[src/include/bch_defines.svh]
// ======================================================================
// Sizes fixed for BCH(15,11) only, other codes need a new buffer map
// BCH_PIPE must be 0 or 1
// ======================================================================

`ifndef BCH_DEFINES_SVH
`define BCH_DEFINES_SVH

// Code length in bits
`define BCH_N 15

// Bit position inside one block, 0..14
`define BCH_ADDR_W 4

// Ping-pong half select
`define BCH_BNUM_W 1

// Extra register after the RAM read, adds one cycle of latency
`define BCH_PIPE 1

`endif

[src/rtl/bch_pkg.sv]
// ======================================================================
// Shared types of the BCH(15,11) decoder, widths come from the defines
// ======================================================================

`default_nettype none

`include "bch_defines.svh"

package bch_pkg;

  // GF(16) element, polynomial basis over x^4+x+1
  typedef logic [3:0] gf_t;

  // Coefficient index inside a block
  typedef logic [`BCH_ADDR_W-1:0] baddr_t;

  // Buffer half
  typedef logic [`BCH_BNUM_W-1:0] bptr_t;

  // Buffer write port
  typedef struct packed {
    logic   write;  // Write strobe
    baddr_t waddr;  // Coefficient index
    bptr_t  wptr;   // Half being filled
    logic   wdata;  // Received bit
  } buf_wr_s;

  // Buffer read port
  typedef struct packed {
    logic   read;   // Read strobe
    baddr_t raddr;  // Coefficient index
    bptr_t  rptr;   // Half being drained
  } buf_rd_s;

  // Read-out sequencer
  typedef enum logic {
    ST_IDLE,
    ST_READ
  } ctrl_state_e;

endpackage

`default_nettype wire

[src/rtl/bch_dec_ctrl.sv]
// ======================================================================
// Block of 15 strobes expected, isop restarts the count at position 14
// A new block end during read-out restarts the read of the new half
// ======================================================================

`default_nettype none

`include "bch_defines.svh"

module bch_dec_ctrl (
  input  logic             iclk,
  input  logic             rst_n,
  input  logic             iclkena,
  input  logic             ival,
  input  logic             isop,
  input  logic             ibit,
  output bch_pkg::buf_wr_s wr,
  output bch_pkg::buf_rd_s rd,
  output logic             blk_end
);

  // Highest coefficient index, first on the wire
  localparam bch_pkg::baddr_t LAST_POS = bch_pkg::baddr_t'(`BCH_N - 1);
  localparam bch_pkg::baddr_t ONE_POS  = bch_pkg::baddr_t'(1);

  bch_pkg::baddr_t      wcnt;   // Next write position
  bch_pkg::bptr_t       wptr;   // Half being filled
  bch_pkg::baddr_t      rcnt;   // Current read position
  bch_pkg::bptr_t       rptr;   // Half being drained
  bch_pkg::ctrl_state_e state;

  // ====================================================================
  // Write side
  // ====================================================================

  assign wr = '{
    write: ival,
    waddr: (isop ? LAST_POS : wcnt),  // Sop forces position 14
    wptr:  wptr,
    wdata: ibit
  };

  // Last coefficient of the block goes in now
  assign blk_end = wr.write & (wr.waddr == '0);

  always_ff @(posedge iclk or negedge rst_n) begin
    if (!rst_n) begin
      wcnt <= LAST_POS;
      wptr <= '0;
    end else if (iclkena && wr.write) begin
      if (blk_end) begin
        wcnt <= LAST_POS;     // Ready for next block
        wptr <= ~wptr;        // Swap halves
      end else begin
        wcnt <= wr.waddr - ONE_POS;
      end
    end
  end

  // ====================================================================
  // Read-out sequencer
  // ====================================================================

  always_ff @(posedge iclk or negedge rst_n) begin
    if (!rst_n) begin
      state <= bch_pkg::ST_IDLE;
      rcnt  <= LAST_POS;
      rptr  <= '0;
    end else if (iclkena) begin
      if (blk_end) begin
        // Drain the half just written, wins over a read in progress
        state <= bch_pkg::ST_READ;
        rcnt  <= LAST_POS;
        rptr  <= wptr;
      end else begin
        case (state)
          bch_pkg::ST_IDLE: rcnt <= LAST_POS;
          bch_pkg::ST_READ: begin
            if (rcnt == '0) begin
              state <= bch_pkg::ST_IDLE;  // Position 0 read, done
            end else begin
              rcnt <= rcnt - ONE_POS;
            end
          end
          default: state <= bch_pkg::ST_IDLE;
        endcase
      end
    end
  end

  assign rd = '{
    read:  (state == bch_pkg::ST_READ),
    raddr: rcnt,
    rptr:  rptr
  };

endmodule

`default_nettype wire

[src/rtl/bch_syndrome.sv]
// ======================================================================
// Single syndrome S1 = r(alpha), enough for t=1 only
// syn holds until the next block end
// ======================================================================

`default_nettype none

`include "bch_defines.svh"

module bch_syndrome (
  input  logic             iclk,
  input  logic             rst_n,
  input  logic             iclkena,
  input  bch_pkg::buf_wr_s wr,
  input  logic             blk_end,
  output bch_pkg::gf_t     syn
);

  localparam bch_pkg::baddr_t LAST_POS = bch_pkg::baddr_t'(`BCH_N - 1);

  // a * alpha mod x^4+x+1
  function automatic bch_pkg::gf_t mul_alpha(input bch_pkg::gf_t a);
    return {a[2], a[1], a[0] ^ a[3], a[3]};
  endfunction

  logic         first;    // First coefficient of a block
  bch_pkg::gf_t base;     // Horner term before adding the bit
  bch_pkg::gf_t acc;      // Running partial evaluation
  bch_pkg::gf_t acc_nxt;

  assign first   = (wr.waddr == LAST_POS);
  assign base    = first ? '0 : mul_alpha(acc);   // Restart on new block
  assign acc_nxt = base ^ {3'b000, wr.wdata};

  always_ff @(posedge iclk or negedge rst_n) begin
    if (!rst_n) begin
      acc <= '0;
      syn <= '0;
    end else if (iclkena && wr.write) begin
      acc <= acc_nxt;
      if (blk_end) begin
        syn <= acc_nxt;   // alpha^j for one error at j, else zero
      end
    end
  end

endmodule

`default_nettype wire

[src/rtl/bch_buffer.sv]
// ======================================================================
// No read/write collision check, ping-pong keeps the halves apart
// Read latency is 1 + BCH_PIPE enabled cycles
// ======================================================================

`default_nettype none

`include "bch_defines.svh"

module bch_buffer (
  input  logic             iclk,
  input  logic             iclkena,
  input  bch_pkg::buf_wr_s wr,
  input  bch_pkg::buf_rd_s rd,
  output logic             rdata
);

  localparam int RAM_AW = `BCH_ADDR_W + `BCH_BNUM_W;

  logic              ram      [2**RAM_AW];  // Both halves
  logic              ram_pipe [2];          // Read registers
  logic [RAM_AW-1:0] ram_waddr;
  logic [RAM_AW-1:0] ram_raddr;

  // Half select is the address MSB
  assign ram_waddr = {wr.wptr, wr.waddr};
  assign ram_raddr = {rd.rptr, rd.raddr};

  always_ff @(posedge iclk) begin
    if (iclkena) begin
      if (wr.write) begin
        ram[ram_waddr] <= wr.wdata;
      end
      if (rd.read) begin
        ram_pipe[0] <= ram[ram_raddr];
      end
      ram_pipe[1] <= ram_pipe[0];   // Optional second stage
    end
  end

  assign rdata = ram_pipe[`BCH_PIPE];

endmodule

`default_nettype wire

[src/rtl/bch_err_locator.sv]
// ======================================================================
// Expects reads from position 14 down to 0 on consecutive enabled cycles
// Double errors give a wrong flip, not detected
// ======================================================================

`default_nettype none

`include "bch_defines.svh"

module bch_err_locator (
  input  logic             iclk,
  input  logic             rst_n,
  input  logic             iclkena,
  input  bch_pkg::buf_rd_s rd,
  input  bch_pkg::gf_t     syn,
  input  logic             rdata,
  output logic             oval,
  output logic             osop,
  output logic             obit,
  output logic             oerr
);

  localparam int              LAT      = 1 + `BCH_PIPE;  // Buffer latency
  localparam bch_pkg::baddr_t LAST_POS = bch_pkg::baddr_t'(`BCH_N - 1);
  localparam bch_pkg::gf_t    ALPHA_14 = 4'b1001;        // alpha^14 = alpha^3 + 1

  // Control bits riding alongside the RAM read
  typedef struct packed {
    logic val;
    logic sop;
    logic flip;
    logic nz;
  } tag_s;

  // a * alpha^-1 mod x^4+x+1
  function automatic bch_pkg::gf_t mul_alpha_inv(input bch_pkg::gf_t a);
    return {a[0], a[3], a[2], a[1] ^ a[0]};
  endfunction

  logic         first;
  bch_pkg::gf_t pw;       // alpha^raddr for the next read
  bch_pkg::gf_t cur;      // Power for this read
  tag_s         tag;
  tag_s         dly [LAT];
  tag_s         last;

  assign first = rd.read & (rd.raddr == LAST_POS);
  assign cur   = first ? ALPHA_14 : pw;

  // Powers are never zero, so a zero syndrome never matches
  assign tag = '{val: rd.read, sop: first, flip: rd.read & (cur == syn), nz: (syn != '0)};

  always_ff @(posedge iclk or negedge rst_n) begin
    if (!rst_n) begin
      pw <= ALPHA_14;
    end else if (iclkena && rd.read) begin
      pw <= mul_alpha_inv(cur);   // Step one position down
    end
  end

  // ====================================================================
  // Align flags with rdata, then register the outputs
  // ====================================================================

  always_ff @(posedge iclk or negedge rst_n) begin
    if (!rst_n) begin
      for (int k = 0; k < LAT; k++) begin
        dly[k] <= '0;
      end
    end else if (iclkena) begin
      dly[0] <= tag;
      for (int k = 1; k < LAT; k++) begin
        dly[k] <= dly[k-1];
      end
    end
  end

  assign last = dly[LAT-1];

  always_ff @(posedge iclk or negedge rst_n) begin
    if (!rst_n) begin
      oval <= 1'b0;
      osop <= 1'b0;
      oerr <= 1'b0;
    end else if (iclkena) begin
      oval <= last.val;
      osop <= last.sop;
      oerr <= last.val & last.nz;   // Correction applied in this block
    end
  end

  always_ff @(posedge iclk) begin
    if (iclkena) begin
      obit <= rdata ^ last.flip;    // Flip the located bit
    end
  end

endmodule

`default_nettype wire

[src/rtl/bch_dec_top.sv]
// ======================================================================
// No handshake, iclkena low stalls everything, block latency 2+BCH_PIPE
// ======================================================================

`default_nettype none

module bch_dec_top (
  input  logic iclk,
  input  logic rst_n,
  input  logic iclkena,
  input  logic ival,
  input  logic isop,
  input  logic ibit,
  output logic oval,
  output logic osop,
  output logic obit,
  output logic oerr
);

  bch_pkg::buf_wr_s wr;       // Write port, also feeds syndrome
  bch_pkg::buf_rd_s rd;       // Read port, also feeds locator
  logic             blk_end;
  bch_pkg::gf_t     syn;
  logic             rdata;

  // ====================================================================
  // Write counter and read sequencer
  // ====================================================================

  bch_dec_ctrl u_ctrl (
    .iclk    (iclk),
    .rst_n   (rst_n),
    .iclkena (iclkena),
    .ival    (ival),
    .isop    (isop),
    .ibit    (ibit),
    .wr      (wr),
    .rd      (rd),
    .blk_end (blk_end)
  );

  bch_syndrome u_syndrome (
    .iclk    (iclk),
    .rst_n   (rst_n),
    .iclkena (iclkena),
    .wr      (wr),
    .blk_end (blk_end),
    .syn     (syn)
  );

  // Ping-pong codeword store
  bch_buffer u_buffer (
    .iclk    (iclk),
    .iclkena (iclkena),
    .wr      (wr),
    .rd      (rd),
    .rdata   (rdata)
  );

  bch_err_locator u_locator (
    .iclk    (iclk),
    .rst_n   (rst_n),
    .iclkena (iclkena),
    .rd      (rd),
    .syn     (syn),
    .rdata   (rdata),
    .oval    (oval),
    .osop    (osop),
    .obit    (obit),
    .oerr    (oerr)
  );

endmodule

`default_nettype wire

[config.mk]
export PLATFORM = sky130hd
export DESIGN_NAME = bch_dec_top
export DESIGN_NICKNAME = d
export VERILOG_FILES = /design/src/rtl/bch_pkg.sv /design/src/rtl/bch_dec_ctrl.sv /design/src/rtl/bch_syndrome.sv /design/src/rtl/bch_buffer.sv /design/src/rtl/bch_err_locator.sv /design/src/rtl/bch_dec_top.sv
export VERILOG_INCLUDE_DIRS = /design/src /design/src/include
export SDC_FILE = /design/constraint.sdc
export NUM_CORES = 1
export LEC_CHECK = 0
export BUFFER_PORTS_ARGS = -buffer_cell sky130_fd_sc_hd__clkbuf_2
export CORE_ASPECT_RATIO = 0.75
export CORE_MARGIN = 4
export CORE_UTILIZATION = 25
export CTS_BUF_LIST = sky130_fd_sc_hd__clkbuf_8 sky130_fd_sc_hd__clkbuf_16
export CTS_CLUSTER_DIAMETER = 80
export DETAILED_ROUTE_END_ITERATION = 8
export GPL_ROUTABILITY_DRIVEN = 0
export HOLD_SLACK_MARGIN = 0.02
export MAX_ROUTING_LAYER = met4
export SLEW_MARGIN = 20
export SYNTH_ARGS = -nofsm -noshare
export SYNTH_HDL_FRONTEND = slang
export SYNTH_SLANG_ARGS = --single-unit
[constraint.sdc]
create_clock -name iclk -period 3.7 [get_ports iclk]
set_input_delay 0.185 -clock iclk [delete_from_list [all_inputs] [get_ports iclk]]
set_output_delay 0.185 -clock iclk [all_outputs]
set_load 0.05 [all_outputs]
Yosys cells after proc, flatten, opt, wreduce, memory -nomap -nowiden
Memories as Yosys holds them, arrays and structs flattened.
Cells that the tools add are included.
{"block": "totals", "ff_bits": 35, "latchBits": 0, "mem_bits_rw": 34, "romBits": 0, "in_bits": 6, "output_inout_bits": 4, "wordCells": 64, "mem_count": 2}
{"block": "classes", "addsub": 2, "mul": 0, "div": 0, "order_cmp": 0, "n_eq_ne": 4, "shift": 0, "n_mux": 18, "bitwise": 10, "n_reduce_logical": 8}
{"memory": "u_buffer.ram", "depth": 32, "word_bits": 1, "read_ports": 1, "rd_clocked_by_memory_dff": 0, "write_ports": 1, "line_no": "bch_buffer.sv:20", "source": "logic ram [2**RAM_AW];"}
{"memory": "u_buffer.ram_pipe", "depth": 2, "word_bits": 1, "read_ports": 2, "rd_clocked_by_memory_dff": 0, "write_ports": 2, "line_no": "bch_buffer.sv:21", "source": "logic ram_pipe [2];"}
{"cell": "$mux W4", "count": 6}
{"cell": "$mux W1", "count": 11}
{"cell": "$eq A4 B4 Y1 const B", "count": 2}
{"cell": "$logic_not A4 Y1", "count": 2}
{"cell": "$pmux W4 S2", "count": 1}
{"cell": "$sub A4 B1 Y4 const B", "count": 2}
{"cell": "$reduce_and A2 Y1", "count": 3}
{"cell": "$and A1 B1 Y1", "count": 4}
{"cell": "$eq A4 B4 Y1", "count": 1}
{"cell": "$reduce_bool A4 Y1", "count": 1}
{"cell": "$xor A4 B1 Y4", "count": 1}
{"cell": "$ne A3 B3 Y1 const B", "count": 1}
{"cell": "$xor A1 B1 Y1", "count": 3}
{"cell": "$logic_and A1 B1 Y1", "count": 2}
{"cell": "$not A1 Y1", "count": 2}

Depth between registers and ports, before layout
{"block": "depth", "ltp_word": 5, "mapped_depth": 8, "depth_no_buf": 6}

Modules after synthesis
Synthesis repeated with hierarchy kept, for this count alone.
{"block": "unflattened", "hier_cells": 301, "area_unflattened_um2": 3369.5}
{"module": "bch_buffer", "n_inst": 1, "cells_each": 124, "area_per_inst_um2": 1567.8, "seq_area_each_um2": 1021.0}
{"module": "bch_err_locator", "n_inst": 1, "cells_each": 70, "area_per_inst_um2": 747.0, "seq_area_each_um2": 407.9}
{"module": "bch_dec_ctrl", "n_inst": 1, "cells_each": 72, "area_per_inst_um2": 675.6, "seq_area_each_um2": 282.8}
{"module": "bch_syndrome", "n_inst": 1, "cells_each": 35, "area_per_inst_um2": 379.1, "seq_area_each_um2": 200.2}

Worst setup path after synthesis
No wires, ideal clock.
{"block": "synth_timing", "path_kind": "reg-to-reg", "startpoint": "register u_ctrl.rcnt[1]", "endpoint": "memory u_buffer.ram_pipe[0][0] (data pin)", "setup_ns": 0.267, "arrival_ns": 1.617, "required_ns": 3.433, "path_slack_ns": 1.817, "stages_incl_launch_ff": 6, "n_path_buf": 1, "synth_period_minus_slack_ns": 1.883, "path_cell_list": "dfstp_2 > buf_6 > mux4_1 > mux2_2 > nand3_2 > nand4_1"}
{"item": "start: declaration", "line_no": "bch_dec_ctrl.sv:28", "source": "bch_pkg::baddr_t rcnt;"}
{"item": "start signal: assignment", "line_no": "bch_dec_ctrl.sv:82", "source": "rcnt <= rcnt - ONE_POS;"}
{"item": "end: declaration", "line_no": "bch_buffer.sv:21"}

==> out/qor.tcl <==
set qor(largest_clock_skew_in_the_final_design_ns) 0.00700
set qor(cts.htree.levels) 3
set qor(path_class) {reg2reg}
set qor(final_period_minus_worst_setup_slack_ns) 2.02
set qor(seq_area_um2) 1910
set qor(floorplan.initialDensity) 0.258
set qor(post_synth.cell_area_avg_um2) 11.9
set qor(full_die_area_um2) 14600
set qor(worst-endpoint-required_ns) 3.78
set qor(antennaDiodeCount) 0
set qor(hpwlAfterDp_um) 4210
set qor(mappedNetlistNets) 281
set qor(worst_ep_arrival_time_ns) 2.10
set qor(cts_tree) {done}
set qor(yosys-top-cells-count) {45 x nor2_1, 35 x edfxtp_1, 32 x nand2_1}
set qor(most_instantiated_library_cell_after_synthesis) {nor2_1}
set qor(num_vias) 2023
set qor(drt_first_pass_iters) 4
set qor(grt_util_all_layers) 0.0904
set qor(netlist_top_cells_area) {edfxtp_1 33%, dfrtp_1 20%, dfstp_2 6.6%}
set qor(status) {finished clean}
set qor(root_buffer) {clkbuf_16}
set qor(power.static_leakage_uw) 0.00146
set qor(seq_area_frac_synth) 0.601
set qor(start_kind) {flop}
set qor(asyncSetResetFlopFracSynth) 0.493
set qor(detail-route-antenna-nets) 0
set qor(avgViaCountPerCell) 4.51
set qor(fp-row-count) 35
set qor(areaGrowthSynthToFinish_pct) 16.0
set qor(clk_pin_slew_worst_paths_ns) 0.06
set qor(design.final.nets) 291
set qor(first_pass_grt_wire_length_um) 10400
set qor(post_synth_inst_count) 268
set qor(core-area_um2) 12300
set qor(number_of_cts_inserted_buffers) 9
set qor(grt_pass1_vias) 1987
set qor(die_x_um) 138
set qor(final_wl_um) 6090
set qor(timing.final.setup_violations) 0
set qor(period_share) 0.545
set qor(setup_total_negative_slack_ns) 0
set qor(layout-drive-gt1-share) 0.166
set qor(clk_path_buf_depth) 2
set qor(synth_enable_flop_cells) 35
set qor(multi_input_comb_area_um2) 1180
set qor(tightest_slew_ns) 0.829
set qor(synth.distinct_cells) 45
set qor(max_slew_margin) 0.448
set qor(timing_hold_violations_final) 0
set qor(mappedNetlistArea_um2) 3180
set qor(cts_post_setup_buffers_inserted) 0
set qor(clk-insertion-delay-late_ns) 0.33
set qor(syn_warnings) 0
set qor(fin_worst_hold_slack_ns) 0.167
set qor(post_layout_nonfiller_instances) 449
set qor(die_h_um) 106
set qor(grt_overflow_total) 0
set qor(worst_setup_path_end_kind) {flop}
set qor(worst-path-max-fanout) 12
set qor(clock_sinks) 69
set qor(port_buf_inserts) 9
set qor(grt_max_degree) 35
set qor(post_drt_wl_per_cell_um) 13.6
set qor(ir_worst_vdd_uv) 236
set qor(yosys.area.top_type) {edfxtp_1}
set qor(cts_resized) 0
set qor(unrepaired_setup_endpoints_after_global_routing) {false}
set qor(cap_violations) 0
set qor(detailedPlace.worstSlack_ns) 1.68
set qor(drv_slew) 0
set qor(power_per_cell_area_nw_per_um2) 705
set qor(fmax_ghz) 0.496
set qor(crit_path_setup_slack_layout_ns) 1.68
set qor(placed_cells_incl_taps) 432
set qor(antenna_found_initial) 0
set qor(synth-seq-cells) 69
set qor(drcViolationCount) 0
set qor(synthDominantCellAreaShare) 0.330
set qor(ctsHoldBuffers) 1
set qor(reg2reg_slack_ns) 1.68
set qor(hold_wc_path_type) {in2reg}
set qor(num_io_pins) 10
set qor(overall_power_after_layout_uw) 2600
set qor(num-fill-cells) 1260
set qor(ys.flop_type) {edfxtp_1}
set qor(initial_drt_markers) 128
-- path summary, 6_finish.rpt --
check / from / end / cells past startpoint
min reg2reg: u_buffer.ram_pipe[0][0] / u_buffer.ram_pipe[0][1] / 0
min: ival / u_ctrl.wcnt[1] / 3
max in group asynchronous: rst_n / u_ctrl.wcnt[0] / 2
max: u_ctrl.rcnt[1] / u_buffer.ram_pipe[0][0] / 4
min in group asynchronous: rst_n / u_syndrome.acc[2] / 2
max reg2reg: u_ctrl.rcnt[1] / u_buffer.ram_pipe[0][0] / 4
-- report_power, final --
part / internal, uW / switching (uW)
clock network: 504 / 344
registers: 988 / 167
logic: 271 / 328
-- cells by family (layout without fill, tap and decap cells) --
logic type,Yosys count,in the layout,share of synthesized area
AND/OR/NAND/NOR,105,105,0.149
flip-flops,69,69,0.601
AO/OA/AOI/OAI,39,39,0.0794
buffers and inverters,21,36,0.0275
multiplexers,19,19,0.0940
XOR/XNOR,8,8,0.0220
adder cells (fa/ha/maj),7,7,0.0275
-- area by class of cell --
cell class	count	area share
inverter	10	0.0102
multi-input combinational	178	0.320
clock buffer	10	0.0678
clock inverter	6	0.0129
timing repair buffer	10	0.0149
sequential	69	0.518
tap	166	0.0563
-- through the flow --
step	area (um2)	utilization
5_1_grt	3690	0.299
2_1_floorplan	3180	-
3_5_place_dp	3380	0.274
3_3_place_gp	3380	0.274
6_report	3690	0.299
4_1_cts	3690	0.299
-- worst max-delay path, cell delays in order (launching register included) --
cell,delay [ns]
dfstp_2,0.73
mux4_1,0.60
mux2_2,0.29
nand3_2,0.07
nand4_1,0.07
-- layout by cell type (no fill, tap or decap), drive strengths merged, types with 2 or more instances in the layout --
cell     Yosys  final
a22o         2      2
clkbuf       8     19
a22oi        3      3
nand2b       4      4
nor3         2      2
nand3        7      7
dfstp        8      8
a21o         3      3
o32a         2      2
mux4         6      6
xnor2        5      5
nor2        45     45
o2111ai      2      2
edfxtp      35     35
nand2       32     32
nor3b        2      2
mux2i        4      4
mux2         9      9
xor2         3      3
ha           7      7
dfrtp       26     26
a21oi        4      4
nand4        4      4
inv         10     16
o21ai       17     17
-- layer usage --
| metal | global-route usage | wire [um] | share of wire | up-vias |
|---|---|---|---|---|
| met4 | 0.0254 | 44 | 0.0072 | 0 |
| li1 | - | - | - | 978 |
| met1 | 0.125 | 3130 | 0.51 | 999 |
| met3 | 0.0286 | 261 | 0.043 | 5 |
| met5 | - | 0 | 0 | - |
| met2 | 0.127 | 2660 | 0.44 | 41 |
-- registers in the layout, indices dropped and copies added, names as in the netlist --
signal / count
u_buffer.ram: 32
u_buffer.ram_pipe: 2
u_ctrl.rcnt: 4
u_ctrl.rptr: 1
u_ctrl.state: 1
u_ctrl.wcnt: 4
u_ctrl.wptr: 1
u_locator.dly: 8
u_locator.obit: 1
u_locator.oerr: 1
u_locator.osop: 1
u_locator.oval: 1
u_locator.pw: 4
u_syndrome.acc: 4
u_syndrome.syn: 4
(Power assumes the default switching activity.)
